## src/common/decode_pkg.sv

```systemverilog
/*
 Shared RV32I front-end definitions.
 Branch codes carry no signedness; alu_unsigned selects BLTU/BGEU.
 Byte enables assume an address offset of zero.
*/
package decode_pkg;

	localparam logic [6:0] OPC_OP     = 7'b0110011;
	localparam logic [6:0] OPC_OP_IMM = 7'b0010011;
	localparam logic [6:0] OPC_LUI    = 7'b0110111;
	localparam logic [6:0] OPC_AUIPC  = 7'b0010111;
	localparam logic [6:0] OPC_BRANCH = 7'b1100011;
	localparam logic [6:0] OPC_JAL    = 7'b1101111;
	localparam logic [6:0] OPC_JALR   = 7'b1100111;
	localparam logic [6:0] OPC_LOAD   = 7'b0000011;
	localparam logic [6:0] OPC_STORE  = 7'b0100011;

	localparam int FIFO_DEPTH = 8; // power of two

	localparam logic [3:0] BE_NONE = 4'b0000;
	localparam logic [3:0] BE_WORD = 4'b1111;
	localparam logic [3:0] BE_HALF = 4'b0011;
	localparam logic [3:0] BE_BYTE = 4'b0001;

	typedef enum logic [3:0] {
		ALU_ADD    = 4'b0000,
		ALU_SLT    = 4'b0001,
		ALU_SLTU   = 4'b0010,
		ALU_AND    = 4'b0011,
		ALU_OR     = 4'b0100,
		ALU_XOR    = 4'b0101,
		ALU_SLL    = 4'b0110,
		ALU_SRL    = 4'b0111,
		ALU_SUB    = 4'b1000,
		ALU_SRA    = 4'b1001,
		ALU_PASS_B = 4'b1010  // lui result
	} alu_op_e;

	typedef enum logic [2:0] {
		BRN_NONE = 3'b000,
		BRN_EQ   = 3'b100,
		BRN_NE   = 3'b101,
		BRN_LT   = 3'b110,
		BRN_GE   = 3'b111
	} brn_e;

	typedef enum logic [1:0] {
		SZ_WORD = 2'b00,
		SZ_HALF = 2'b01,
		SZ_BYTE = 2'b10
	} mem_size_e;

	typedef enum logic [1:0] {
		CMD_OTHER = 2'b00,
		CMD_JMP   = 2'b01,
		CMD_ST    = 2'b10,
		CMD_LD    = 2'b11
	} mem_cmd_e;

	typedef enum logic [2:0] {
		IMM_I = 3'd0,
		IMM_S = 3'd1,
		IMM_B = 3'd2,
		IMM_U = 3'd3,
		IMM_J = 3'd4
	} imm_kind_e;

	typedef struct packed {
		logic [31:0] pc;
		logic [31:0] insn;
	} fetch_item_t;

	typedef struct packed {
		logic [31:0] pc;
		alu_op_e     alu_op;
		logic        alu_unsigned;
		logic        a_sel_pc;     // operand a is the pc
		logic        b_sel_imm;    // operand b is the immediate
		imm_kind_e   imm_kind;
		brn_e        brn;
		logic        ld_signed;
		mem_size_e   mem_size;
		logic        we_reg;
		logic        we_mem;
		logic [3:0]  be;
		mem_cmd_e    cmd;
		logic        illegal;
	} ctrl_word_t;

endpackage

```

## src/fetch_tagger.sv

```systemverilog
/*
 Pairs each instruction word with its PC, one register stage.
 The source must hold insn_valid low while insn_stall is high.
*/
module fetch_tagger (
	input  logic                    clk,
	input  logic                    rst,
	input  logic                    insn_valid,
	input  logic [31:0]             insn_word,
	input  logic                    redirect,
	input  logic [31:0]             redirect_pc,
	output logic                    push,
	output decode_pkg::fetch_item_t item
);

	logic [31:0] pc_q;
	logic [31:0] pc_cur;

	// redirect wins over the running pc in the same cycle
	assign pc_cur = redirect ? redirect_pc : pc_q;

	always_ff @(posedge clk) begin
		if (rst) begin
			pc_q <= 32'd0;
			push <= 1'b0;
		end else begin
			push <= insn_valid;
			if (insn_valid) begin
				pc_q <= pc_cur + 32'd4;
			end else begin
				pc_q <= pc_cur; // hold target for next word
			end
		end
	end

	// payload stage
	always_ff @(posedge clk) begin
		if (insn_valid) begin
			item.pc   <= pc_cur;
			item.insn <= insn_word;
		end
	end

endmodule

```

## src/insn_fifo.sv

```systemverilog
/*
 Show-ahead FIFO. rdata is valid whenever not_empty is high.
 DEPTH must be a power of two. Pushes into a full queue are dropped.
*/
module insn_fifo #(
	parameter type payload_t = decode_pkg::fetch_item_t,
	parameter int  DEPTH     = decode_pkg::FIFO_DEPTH
) (
	input  logic     clk,
	input  logic     rst,
	input  logic     push,
	input  payload_t wdata,
	input  logic     pop,
	output payload_t rdata,
	output logic     not_empty,
	output logic     almost_full
);

	localparam int AW    = $clog2(DEPTH);
	localparam int CNT_W = AW + 1;

	payload_t         mem [DEPTH];
	logic [AW-1:0]    wr_ptr;
	logic [AW-1:0]    rd_ptr;
	logic [CNT_W-1:0] count;
	logic             do_push;
	logic             do_pop;

	assign do_push     = push && (count != CNT_W'(DEPTH));
	assign do_pop      = pop && not_empty;
	assign not_empty   = (count != '0);
	assign almost_full = (count >= CNT_W'(DEPTH - 1)); // room for the tagger stage
	assign rdata       = mem[rd_ptr];

	always_ff @(posedge clk) begin
		if (rst) begin
			wr_ptr <= '0;
			rd_ptr <= '0;
			count  <= '0;
		end else begin
			if (do_push) begin
				wr_ptr <= wr_ptr + 1'b1;
			end
			if (do_pop) begin
				rd_ptr <= rd_ptr + 1'b1;
			end
			case ({do_push, do_pop})
				2'b10:   count <= count + 1'b1;
				2'b01:   count <= count - 1'b1;
				default: count <= count; // both or neither
			endcase
		end
	end

	always_ff @(posedge clk) begin
		if (do_push) begin
			mem[wr_ptr] <= wdata;
		end
	end

endmodule

```

## src/decoder/insn_decoder.sv

```systemverilog
/*
 RV32I decode of the queue head into a registered control word.
 Only opcode, funct3 and bit 30 are examined. CSR, fence and
 compressed encodings come out illegal with no write enables.
*/
module insn_decoder (
	input  logic                    clk,
	input  logic                    rst,
	input  logic                    not_empty,
	input  decode_pkg::fetch_item_t head,
	input  logic                    decode_hold,
	output logic                    pop,
	output logic                    ctrl_valid,
	output decode_pkg::ctrl_word_t  ctrl
);

	logic [6:0]             opcode;
	logic [2:0]             funct3;
	logic                   bit30;
	logic                   is_op;
	decode_pkg::ctrl_word_t dec;

	assign opcode = head.insn[6:0];
	assign funct3 = head.insn[14:12];
	assign bit30  = head.insn[30];
	assign is_op  = (opcode == decode_pkg::OPC_OP);

	assign pop = not_empty && !decode_hold;

	always_comb begin
		dec.pc           = head.pc;
		dec.alu_op       = decode_pkg::ALU_ADD;
		dec.alu_unsigned = 1'b0;
		dec.a_sel_pc     = 1'b0;
		dec.b_sel_imm    = 1'b0;
		dec.imm_kind     = decode_pkg::IMM_I;
		dec.brn          = decode_pkg::BRN_NONE;
		dec.ld_signed    = 1'b0;
		dec.mem_size     = decode_pkg::SZ_WORD;
		dec.we_reg       = 1'b0;
		dec.we_mem       = 1'b0;
		dec.be           = decode_pkg::BE_NONE;
		dec.cmd          = decode_pkg::CMD_OTHER;
		dec.illegal      = 1'b0;

		case (opcode)
			decode_pkg::OPC_OP, decode_pkg::OPC_OP_IMM: begin
				dec.b_sel_imm = !is_op;
				dec.we_reg    = 1'b1;
				dec.illegal   = is_op && bit30; // cleared below for sub/sra
				case (funct3)
					3'b000: begin
						dec.alu_op  = (is_op && bit30) ? decode_pkg::ALU_SUB
						                               : decode_pkg::ALU_ADD;
						dec.illegal = 1'b0;
					end
					3'b001: dec.alu_op = decode_pkg::ALU_SLL;
					3'b010: dec.alu_op = decode_pkg::ALU_SLT;
					3'b011: begin
						dec.alu_op       = decode_pkg::ALU_SLTU;
						dec.alu_unsigned = 1'b1;
					end
					3'b100: dec.alu_op = decode_pkg::ALU_XOR;
					3'b101: begin
						dec.alu_op  = bit30 ? decode_pkg::ALU_SRA : decode_pkg::ALU_SRL;
						dec.illegal = 1'b0;
					end
					3'b110: dec.alu_op = decode_pkg::ALU_OR;
					default: dec.alu_op = decode_pkg::ALU_AND;
				endcase
			end
			decode_pkg::OPC_LUI: begin
				dec.alu_op    = decode_pkg::ALU_PASS_B;
				dec.b_sel_imm = 1'b1;
				dec.imm_kind  = decode_pkg::IMM_U;
				dec.we_reg    = 1'b1;
			end
			decode_pkg::OPC_AUIPC: begin
				dec.a_sel_pc  = 1'b1;
				dec.b_sel_imm = 1'b1;
				dec.imm_kind  = decode_pkg::IMM_U;
				dec.we_reg    = 1'b1;
			end
			decode_pkg::OPC_BRANCH: begin
				dec.alu_op       = decode_pkg::ALU_SUB; // compare rs1 with rs2
				dec.imm_kind     = decode_pkg::IMM_B;
				dec.alu_unsigned = funct3[1];
				case (funct3)
					3'b000: dec.brn = decode_pkg::BRN_EQ;
					3'b001: dec.brn = decode_pkg::BRN_NE;
					3'b100, 3'b110: dec.brn = decode_pkg::BRN_LT;
					3'b101, 3'b111: dec.brn = decode_pkg::BRN_GE;
					default: dec.illegal = 1'b1;
				endcase
			end
			decode_pkg::OPC_JAL: begin
				dec.a_sel_pc  = 1'b1; // target is pc + imm
				dec.b_sel_imm = 1'b1;
				dec.imm_kind  = decode_pkg::IMM_J;
				dec.we_reg    = 1'b1;
				dec.cmd       = decode_pkg::CMD_JMP;
			end
			decode_pkg::OPC_JALR: begin
				dec.b_sel_imm = 1'b1;
				dec.we_reg    = 1'b1;
				dec.cmd       = decode_pkg::CMD_JMP;
				dec.illegal   = (funct3 != 3'b000);
			end
			decode_pkg::OPC_LOAD: begin
				dec.b_sel_imm = 1'b1; // address is rs1 + imm
				dec.we_reg    = 1'b1;
				dec.cmd       = decode_pkg::CMD_LD;
				dec.ld_signed = !funct3[2];
				case (funct3)
					3'b000, 3'b100: begin
						dec.mem_size = decode_pkg::SZ_BYTE;
						dec.be       = decode_pkg::BE_BYTE;
					end
					3'b001, 3'b101: begin
						dec.mem_size = decode_pkg::SZ_HALF;
						dec.be       = decode_pkg::BE_HALF;
					end
					3'b010: dec.be = decode_pkg::BE_WORD;
					default: dec.illegal = 1'b1;
				endcase
			end
			decode_pkg::OPC_STORE: begin
				dec.b_sel_imm = 1'b1;
				dec.imm_kind  = decode_pkg::IMM_S;
				dec.we_mem    = 1'b1;
				dec.cmd       = decode_pkg::CMD_ST;
				case (funct3)
					3'b000: begin
						dec.mem_size = decode_pkg::SZ_BYTE;
						dec.be       = decode_pkg::BE_BYTE;
					end
					3'b001: begin
						dec.mem_size = decode_pkg::SZ_HALF;
						dec.be       = decode_pkg::BE_HALF;
					end
					3'b010: dec.be = decode_pkg::BE_WORD;
					default: dec.illegal = 1'b1;
				endcase
			end
			default: dec.illegal = 1'b1; // unknown opcode
		endcase

		// an illegal word must not touch architectural state
		if (dec.illegal) begin
			dec.we_reg    = 1'b0;
			dec.we_mem    = 1'b0;
			dec.be        = decode_pkg::BE_NONE;
			dec.brn       = decode_pkg::BRN_NONE;
			dec.ld_signed = 1'b0;
			dec.cmd       = decode_pkg::CMD_OTHER;
		end
	end

	always_ff @(posedge clk) begin
		if (rst) begin
			ctrl_valid <= 1'b0;
		end else begin
			ctrl_valid <= pop;
		end
	end

	always_ff @(posedge clk) begin
		if (pop) begin
			ctrl <= dec;
		end
	end

endmodule

```

## src/decode_front.sv

```systemverilog
/*
 Fetch tagger, instruction FIFO and decoder in a chain.
 ctrl_valid follows insn_valid by 3 cycles when idle.
*/
module decode_front (
	input  logic                   clk,
	input  logic                   rst,
	input  logic                   insn_valid,
	input  logic [31:0]            insn_word,
	input  logic                   redirect,
	input  logic [31:0]            redirect_pc,
	input  logic                   decode_hold,
	output logic                   insn_stall,
	output logic                   ctrl_valid,
	output decode_pkg::ctrl_word_t ctrl
);

	logic                    push;
	logic                    pop;
	logic                    not_empty;
	decode_pkg::fetch_item_t tag_item;
	decode_pkg::fetch_item_t head_item;

	fetch_tagger tagger0 (
		.clk         (clk),
		.rst         (rst),
		.insn_valid  (insn_valid),
		.insn_word   (insn_word),
		.redirect    (redirect),
		.redirect_pc (redirect_pc),
		.push        (push),
		.item        (tag_item)
	);

	insn_fifo #(
		.payload_t (decode_pkg::fetch_item_t),
		.DEPTH     (decode_pkg::FIFO_DEPTH)
	) fifo0 (
		.clk         (clk),
		.rst         (rst),
		.push        (push),
		.wdata       (tag_item),
		.pop         (pop),
		.rdata       (head_item),
		.not_empty   (not_empty),
		.almost_full (insn_stall)
	);

	insn_decoder decoder0 (
		.clk         (clk),
		.rst         (rst),
		.not_empty   (not_empty),
		.head        (head_item),
		.decode_hold (decode_hold),
		.pop         (pop),
		.ctrl_valid  (ctrl_valid),
		.ctrl        (ctrl)
	);

endmodule

```

## config.mk

```make
export PLATFORM = sky130hd
export DESIGN_NAME = decode_front
export DESIGN_NICKNAME = d
export VERILOG_FILES = /design/src/common/decode_pkg.sv /design/src/fetch_tagger.sv /design/src/insn_fifo.sv /design/src/decoder/insn_decoder.sv /design/src/decode_front.sv
export SDC_FILE = /design/constraint.sdc
export NUM_CORES = 1
export LEC_CHECK = 0
export BUFFER_PORTS_ARGS = -buffer_cell sky130_fd_sc_hd__buf_4
export CAP_MARGIN = 10
export CORE_UTILIZATION = 55
export CTS_CLUSTER_SIZE = 8
export DETAILED_ROUTE_END_ITERATION = 16
export PLACE_DENSITY = 0.74
export SLEW_MARGIN = 30
export SYNTH_ARGS = -nofsm -noshare
export SYNTH_HDL_FRONTEND = slang
export SYNTH_SLANG_ARGS = --single-unit
```

## constraint.sdc

```tcl
create_clock -name clk -period 6.6 [get_ports clk]
set_input_delay 0.66 -clock clk [delete_from_list [all_inputs] [get_ports clk]]
set_output_delay 0.66 -clock clk [all_outputs]
set_load 0.01 [all_outputs]
```

==> results.yml, run 1 <==
outcome:
  status: "finished, final reports clean"
critical_path:
  worst_r2r_path_depth: 6
  cp_max_fo: 60
  startpoint_type: "flop"
  slowest_stage: "dfxtp_4"
  worstSetupPathType: "reg2reg"
  crit_end: "decoder0.ctrl[11]$_SDFFCE_PP0P_"
  crit_chain: "mux4_1, mux2_4, nor3_2, and4bb_4, a32o_2, a211oi_2"
  cp_slowest_stage_delay_ns: 0.95
  r2r_slack_ns: 3.34
  critPathArrivalTime_ns: 3.54
  worst_setup_path_end_kind: "flop"
  r2r-end: "decoder0.ctrl[11]$_SDFFCE_PP0P_"
  cp.required_ns: 6.88
finish:
  final_nets: 1209
  num-fill-cells: 2239
  num_antenna_cells: 0
  layoutNonFillerInstCount: 1620
  drive_gt1_frac: 0.315
  final_cell_area_um2: 22400
  syn2layout_area_growth_pct: 17.2
floorplan:
  num_rows: 67
  die_w_um: 188
  fp.dieH_um: 188
  core_area_um2: 33900
  io_pins: 128
  start_util: 0.564
  die_area_um2: 35500
sta:
  fmax_mhz: 306
  min_period_ns: 3.26
  worst_pin_slew_ns: 0.945
  setup-tns-final_ns: 0
  setup_viol: 0
  hold_viol_final: 0
  fin_skew_ns: 0.0216
  drv_slew: 0
  whs_ns: 0.290
  fin_crit_sh: 0.494
  slew_headroom: 0.370
  rsz0062_at_grt: "false"
global_route:
  grt_max_degree: 61
  grt_pass1_vias: 9913
  grt_pass1_wl_um: 56400
  track_usage: 0.212
  gr-total-overflow: 0
  antenna_found_initial: 0
cts:
  clk_path_buf_depth: 3
  path_clk_slew_ns: 0.05
  cts_tree: "built"
  clkLatencyLatePin_ns: 0.56
  holdBufCountCts: 0
  clock-sinks: 490
  numCtsBuffers: 71
  cts_setup_buffers: 0
  clockRootBuffer: "clkbuf_16"
  ctsResizeCount: 0
  htreeDepth: 3
power_and_ir_drop:
  p_sw_mw: 2.03
  vdd_drop_max_v: 0.000426
  p_total_mw: 8.34
  p_per_area_nw_per_um2: 372
  internal_power_mw: 6.31
  comb_power_share: 0.147
  pwr-share-clk: 0.389
  seqPwrFrac: 0.464
  p_sw_frac: 0.244
  power.leakage_nw: 7.50
placement:
  place.gp.congestion: 0.879
  dp.final_hpwl_um: 19300
  io_buffers: 106
  post_dp_cell_area_um2: 20400
  place_inst: 1508
routing:
  vias: 9523
  drt_iter0_drc: 787
  wl_um: 36400
  first_pass_iters: 5
  drcViolationCount: 0
  drtAntennaViolNets: 0
  wl_per_cell_um: 22.4
  vias_per_cell: 5.88
yosys:
  ys_seq_elements: 490
  syn_area_um2: 19100
  syn-num-nets: 1060
  yosysSeqAreaShare: 0.746
  syn_avg_cell_area_um2: 19.4
  synth.distinct_cells: 69
  synth_edf_count: 443
  yosysWarnings: 0
  syn_inst: 984
  async_flop_share: 0
  synthFlopType: "edfxtp_1"
hold_path:
  min_path_type: "in2reg"
  hold_start: "insn_word[3]"
job:
  drv_cap: 0
-- cell usage after synthesis (3+ instances only) --
master    instances  area [um2]
edfxtp_1        443       13300
mux4_2           75        1690
mux2_2           52         586
nor2_1           48         180
dfxtp_1          47         941
nand2_1          30         113
nor3_1           22         110
inv_1            20        75.1
xnor2_1          20         175
a21oi_1          19        95.1
mux2i_1          18         180
clkbuf_1         17        63.8
nand3_1          17        85.1
buf_2             9        45.0
buf_6             8        90.1
nand3b_1          8        60.1
a211oi_1          7        52.6
mux4_1            7         184
nor2b_1           7        43.8
nor4_1            7        43.8
o21ai_0           7        35.0
xor2_1            7        61.3
and3_1            6        37.5
buf_4             6        45.0
ha_1              6        75.1
a211oi_2          5        62.6
nand4_1           5        31.3
mux2_4            4        60.1
a21o_1            3        22.5
nand2b_1          3        18.8
or3_1             3        18.8
-- layout make-up --
type	instances	area, um2	share of cell area
clock buffers	105	1930	0.0860
clock inverters	7	95.1	0.00425
inverters	20	75.1	0.00335
multi-input cells	432	4590	0.205
flip-flops and latches	490	14300	0.637
well taps	448	561	0.0250
repair buffers	118	890	0.0397
-- cells in the final DEF (no fill, tap or decap), drive strengths merged, types with 23 or more instances in the layout --
cell    count
buf       118
clkbuf    105
dfxtp      47
edfxtp    443
inv        23
mux2       56
mux4       82
nand2      30
nor2       49
nor3       25
-- cells by family after synthesis --
| logic type | share of synthesized area |
|---|---|
| AO/OA/AOI/OAI | 0.0267 |
| AND/OR/NAND/NOR | 0.0490 |
| flip-flops | 0.746 |
| multiplexers | 0.144 |
| buffers and inverters | 0.0171 |
| adder cells (fa/ha/maj) | 0.00498 |
| XOR/XNOR | 0.0124 |
-- layer usage --
layer,part of all wire,GRT usage,vias to the layer above,routed length [um]
li1,-,-,4244,-
met4,0.017,0.0630,0,606
met5,0,0,-,0
met3,0.064,0.0402,56,2320
met1,0.42,0.290,4856,15200
met2,0.50,0.350,367,18200
-- state kept, by name (all words and copies together) (netlist names), named ones only --
signal               cells
fifo0.rd_ptr             3
tagger0.item            43
tagger0.push             1
fifo0.count              4
tagger0.pc_q            32
decoder0.ctrl           56
fifo0.wr_ptr             3
decoder0.ctrl_valid      1
fifo0.mem              344
-- how the worst min path moves through the flow --
stage,endpoint,slack [ns],cells past startpoint
finish,tagger0.item[3]$_DFFE_PP_,0.29,1
global route,tagger0.item[1]$_DFFE_PP_,0.27,1
CTS,tagger0.item[1]$_DFFE_PP_,0.27,1
detailed placement,flop,0.52,2
global placement,fifo0.count[3]$_SDFFE_PP0P_,0.50,2
floorplan,fifo0.count[3]$_SDFFE_PP0P_,0.48,2
-- power groups by stage --
stage / logic, mW / clock network (mW) / registers (mW)
after floorplan: 0.853 / 0 / 3.90
after global placement: 1.22 / 0 / 3.92
after detailed placement: 1.23 / 0 / 3.93
after CTS: 1.24 / 3.30 / 3.88
after global routing: 1.32 / 3.44 / 3.90
final: 1.22 / 3.25 / 3.87
-- critical path: cells and delay by family, from the launching register on --
kind | cells | cell delay [ns]
multiplexers | 2 | 1.06
flip-flops | 1 | 0.95
AND/OR/NAND/NOR | 2 | 0.53
AO/OA/AOI/OAI | 2 | 0.42
-- through the flow --
stage	setup WS, ns	util
final	3.34	0.661
after global placement	3.24	0.601
after global routing	3.21	0.661
after CTS	3.33	0.661
after floorplan	1.03	-
after detailed placement	3.23	0.601
Note: power is estimated with default switching activity, not from simulation.
==> inputs of run 2 (changes only) <==
--- a/config.mk
+++ b/config.mk
@@ -7,10 +7,10 @@
 export LEC_CHECK = 0
 export BUFFER_PORTS_ARGS = -buffer_cell sky130_fd_sc_hd__buf_4
 export CAP_MARGIN = 10
-export CORE_UTILIZATION = 55
+export CORE_UTILIZATION = 54
 export CTS_CLUSTER_SIZE = 8
 export DETAILED_ROUTE_END_ITERATION = 16
-export PLACE_DENSITY = 0.74
+export PLACE_DENSITY = 0.75
 export SLEW_MARGIN = 30
 export SYNTH_ARGS = -nofsm -noshare
 export SYNTH_HDL_FRONTEND = slang
==> constraint.sdc (replaced) <==
create_clock -name clk -period 2.9 [get_ports clk]
set_input_delay 0.29 -clock clk [delete_from_list [all_inputs] [get_ports clk]]
set_output_delay 0.29 -clock clk [all_outputs]
set_load 0.01 [all_outputs]
==> run 2 against run 1 <==
- clock power up 130%
- final cell count up 4.0%
- flip-flop and latch count did not move
- critical path depth is the same
- routed wire length is 5.7% higher
- worst hold slack got worse by 0.24 ns
- global-route usage rose by 0.67 points
- clock-buffer cell count grew 8
- sequential power grew 120%
- largest cell class unchanged
==> results.yml, run 2 (same netlist as run 1, synthesis figures left out) <==
sta:
  fin_crit_sh: 0.936
  worst_pin_slew_ns: 0.915
  min_period_ns: 2.71
  rsz0062_at_grt: "false"
  whs_ns: 0.0476
  hold_viol_final: 0
  fin_skew_ns: 0.0306
  fmax_mhz: 368
  fin_ws_ns: 0.186
  setup_viol: 0
  slew_headroom: 0.390
  drv_slew: 0
  setup-tns-final_ns: 0
cts:
  path_clk_slew_ns: 0.05
  clkLatencyLatePin_ns: 0.57
  clock-sinks: 490
  clockRootBuffer: "clkbuf_16"
  numCtsBuffers: 71
  clk_path_buf_depth: 3
  htreeDepth: 3
  cts_tree: "built"
finish:
  reg_top3: "fifo0.mem x344, decoder0.ctrl x56, tagger0.item x43"
  layoutNonFillerInstCount: 1685
  layout_commonest_cell: "edfxtp_1"
  drive_gt1_frac: 0.332
  final_nets: 1261
  num_antenna_cells: 0
  top_register: "fifo0.mem"
  final_cell_area_um2: 22900
  most-common-layout-cells: "edfxtp_1, buf_4, mux4_2"
  syn2layout_area_growth_pct: 20.1
  largest_reg_flops: 344
critical_path:
  cp_max_fo: 14
  critPathArrivalTime_ns: 3.00
  r2r_slack_ns: 0.19
  worst_r2r_path_depth: 6
  startpoint_type: "flop"
  worstSetupPathType: "reg2reg"
  cp.required_ns: 3.18
  worst_setup_path_end_kind: "flop"
  r2r-end: "decoder0.ctrl[1]$_SDFFCE_PP0P_"
power_and_ir_drop:
  power.leakage_nw: 7.76
  vdd_drop_max_v: 0.000488
  p_per_area_nw_per_um2: 840
floorplan:
  core_area_um2: 34700
  die_w_um: 190
  die_area_um2: 36100
  io_pins: 128
  num_rows: 68
  start_util: 0.550
  fp.dieH_um: 190
routing:
  drt_iter0_drc: 648
  drtAntennaViolNets: 0
  wl_um: 38400
  first_pass_iters: 5
  wl_per_cell_um: 22.8
  drcViolationCount: 0
  vias: 9825
  vias_per_cell: 5.83
outcome:
  status: "finished, final reports clean"
placement:
  place_inst: 1550
  post_dp_cell_area_um2: 20700
  io_buffers: 106
  pre_cts_ws_ns: 0.157
  dp.final_hpwl_um: 21400
  place.gp.congestion: 0.887
global_route:
  antenna_found_initial: 0
  grt_pass1_wl_um: 58300
  track_usage: 0.219
  gr-total-overflow: 0
  grt_pass1_vias: 10200
  grt_max_degree: 72
job:
  drv_cap: 0
hold_path:
  worstHoldPathCells: 1
  hold_start: "insn_valid"
  min_path_type: "in2reg"
  whs_endpoint: "tagger0.item[42]$_DFFE_PP_"
run 2: final cells by class:
class / instances / area (um2)
Sequential cell: 490 / 14300
Fill cell: 2257 / 11800
Multi-Input combinational cell: 432 / 4620
Clock buffer: 113 / 1980
Timing Repair Buffer: 170 / 1390
Tap cell: 455 / 569
Inverter: 20 / 75.1
Clock inverter: 5 / 43.8
run 2: critical path, cell delays in order, from the launching register on:
cell and delay, ns:
dfxtp_4 0.47, mux4_1 0.66, mux2_4 0.34, nor3_2 0.22, and4bb_4 0.31, a32o_2 0.31
a211oi_2 0.12
run 2: repair_timing:
item	in CTS	in global routing
resized for setup	0	1
endpoints found under the hold margin	12	0
hold buffers	12	0
endpoints found under the setup margin	0	9
setup buffers	0	4
run 2: metal layers:
metal / track usage / vias to the layer above / part of all wire
met5: 0 / - / 0
met4: 0.0831 / 0 / 0.027
met3: 0.0387 / 96 / 0.054
met2: 0.366 / 344 / 0.50
met1: 0.287 / 5027 / 0.42
li1: - / 4358 / -
run 2: metrics by stage:
step	util	power (mW)
global placement	0.597	11.8
floorplan	-	10.8
CTS	0.659	19.3
finish	0.661	19.3
global route	0.661	20.0
detailed placement	0.597	11.9
run 2: how the worst max path moves through the flow:
stage	startpoint	end	slack, ns	depth (start not counted)
after CTS	flop	decoder0.ctrl[19]$_DFFE_PP_	0.12	6
after floorplan	fifo0.count[0]$_SDFFE_PP0P_	fifo0.mem[5][0]$_DFFE_PP_	-0.32	6
final	flop	decoder0.ctrl[1]$_SDFFCE_PP0P_	0.19	6
after detailed placement	flop	decoder0.ctrl[1]$_SDFFCE_PP0P_	0.16	6
after global placement	flop	decoder0.ctrl[19]$_DFFE_PP_	0.18	6
after global routing	flop	decoder0.ctrl[3]$_SDFFCE_PP0P_	0.05	6
run 2: power breakdown:
part | switching [mW] | total (mW) | internal, mW
registers | 0.289 | 8.69 | 8.40
clock network | 2.80 | 7.43 | 4.62
logic | 1.61 | 3.15 | 1.54
==> inputs of run 3 (changes only) <==
==> constraint.sdc (replaced) <==
create_clock -name clk -period 2.3 [get_ports clk]
set_input_delay 0.23 -clock clk [delete_from_list [all_inputs] [get_ports clk]]
set_output_delay 0.23 -clock clk [all_outputs]
set_load 0.01 [all_outputs]
==> run 3 against run 2 <==
- the run now ends with negative setup slack left
- global-route usage increased by 0.94 points
- register-to-register slack got worse by 0.34 ns
- largest cell class unchanged
- critical path type unchanged
- via count increased by 3.3%
- routed wire length increased by 3.9%
- first-iteration DRC count increased by 20%
- highest routed layer unchanged
- clock-buffer cell count decreased by 8
- clock skew about the same
- clock power increased by 24%
==> results.yml, run 3 (same netlist as run 1, synthesis figures left out) <==
finish:
  final_nets: 1317
  syn2layout_area_growth_pct: 24.0
  most-common-layout-cells: "edfxtp_1, buf_4, mux4_2"
  final_cell_area_um2: 23700
  top_register: "fifo0.mem"
  num_antenna_cells: 0
  drive_gt1_frac: 0.389
  largest_reg_flops: 344
  layout_commonest_cell: "edfxtp_1"
  reg_top3: "fifo0.mem x344, decoder0.ctrl x56, tagger0.item x43"
sta:
  fin_skew_ns: 0.0301
  fmax_mhz: 407
  fin_crit_sh: 1.07
  slew_headroom: 0.391
  setup-tns-final_ns: -1.44
  hold_viol_final: 0
  setup_viol: 12
  rsz0062_at_grt: "true"
  worst_pin_slew_ns: 0.913
  drv_slew: 0
  fin_ws_ns: -0.157
  min_period_ns: 2.46
routing:
  first_pass_iters: 5
  wl_per_cell_um: 23.0
  drtAntennaViolNets: 0
  vias_per_cell: 5.86
  vias: 10200
  drcViolationCount: 0
  drt_iter0_drc: 775
  wl_um: 39900
hold_path:
  min_path_type: "in2reg"
critical_path:
  startpoint_type: "flop"
  cp.required_ns: 2.61
  cp_max_fo: 4
  critPathArrivalTime_ns: 2.77
  worstSetupPathType: "reg2reg"
  worst_setup_path_end_kind: "flop"
placement:
  io_buffers: 106
  post_dp_cell_area_um2: 21300
  dp.final_hpwl_um: 21900
  place.gp.congestion: 0.840
  pre_cts_ws_ns: -0.241
global_route:
  track_usage: 0.228
  antenna_found_initial: 0
  grt_pass1_wl_um: 61100
  grt_max_degree: 60
  grt_pass1_vias: 10800
  gr-total-overflow: 0
floorplan:
  core_area_um2: 34700
  start_util: 0.550
  die_area_um2: 36100
  fp.dieH_um: 190
  io_pins: 128
  num_rows: 68
  die_w_um: 190
outcome:
  status: "finished, violations left"
  violations: "negative setup slack"
cts:
  numCtsBuffers: 71
  path_clk_slew_ns: 0.05
  clk_path_buf_depth: 3
  clockRootBuffer: "clkbuf_16"
  htreeDepth: 3
  clock-sinks: 490
  cts_tree: "built"
  clkLatencyLatePin_ns: 0.57
job:
  drv_cap: 0
power_and_ir_drop:
  power.leakage_nw: 8.09
  vdd_drop_max_v: 0.000666
  p_per_area_nw_per_um2: 1040
==> run 3: final timing paths <==
path                          startpoint                          end  slack (ns)  cells past startpoint
max                                 flop   decoder0.ctrl[0]$_DFFE_PP_       -0.16                      9
max reg2reg                         flop   decoder0.ctrl[0]$_DFFE_PP_       -0.16                      9
min reg2reg  fifo0.count[3]$_SDFFE_PP0P_  fifo0.count[3]$_SDFFE_PP0P_        0.53                      2
min                      redirect_pc[12]   tagger0.item[44]$_DFFE_PP_        0.04                      2
==> run 3: layer usage <==
layer	part of all wire	vias up	track usage
met3	0.065	82	0.0467
met2	0.50	424	0.376
li1	-	4467	-
met4	0.026	0	0.0900
met1	0.41	5180	0.299
met5	0	-	0
==> run 3: layout make-up <==
cell class	count	area, um2
clock buffer	105	1930
clock inverter	5	50.0
fill	2123	11000
inverter	20	82.6
multi-input combinational	432	4800
sequential	490	14300
tap	455	569
timing repair buffer	226	2000
==> run 3: where the power goes <==
part	switching [mW]	total (mW)	internal, mW	leakage (nW)
clock network	3.53	9.24	5.71	0.947
registers	0.371	11.0	10.6	4.46
logic	2.19	4.48	2.29	2.68
total	6.09	24.7	18.6	8.09
==> run 3: per-stage QoR <==
step	total power, mW	hold WS, ns	utilization	std cells
floorplan	13.8	0.309	-	984
global placement	15.3	0.411	0.613	1592
detailed placement	15.4	0.409	0.613	1592
CTS	24.8	0.00407	0.679	1725
global route	25.6	0.0248	0.683	1733
finish	24.7	0.0363	0.683	1733
==> run 3: timing repair <==
item / 4_1_cts / 5_1_grt
hold buffers: 14 / 0
endpoints found under the setup margin: 19 / 65
hold endpoints to repair: 14 / 0
pin swaps: 9 / 12
buffers inserted: 9 / 8
gates resized for setup: 22 / 25
==> run 3: worst max-delay path, stage by stage, from the launching register on <==
cell and delay (ns):
dfxtp_4 0.38, buf_12 0.12, buf_6 0.08, mux4_2 0.52, mux2i_4 0.22, buf_6 0.15
nand2_4 0.04, a32o_2 0.27, buf_6 0.14, a211o_1 0.27
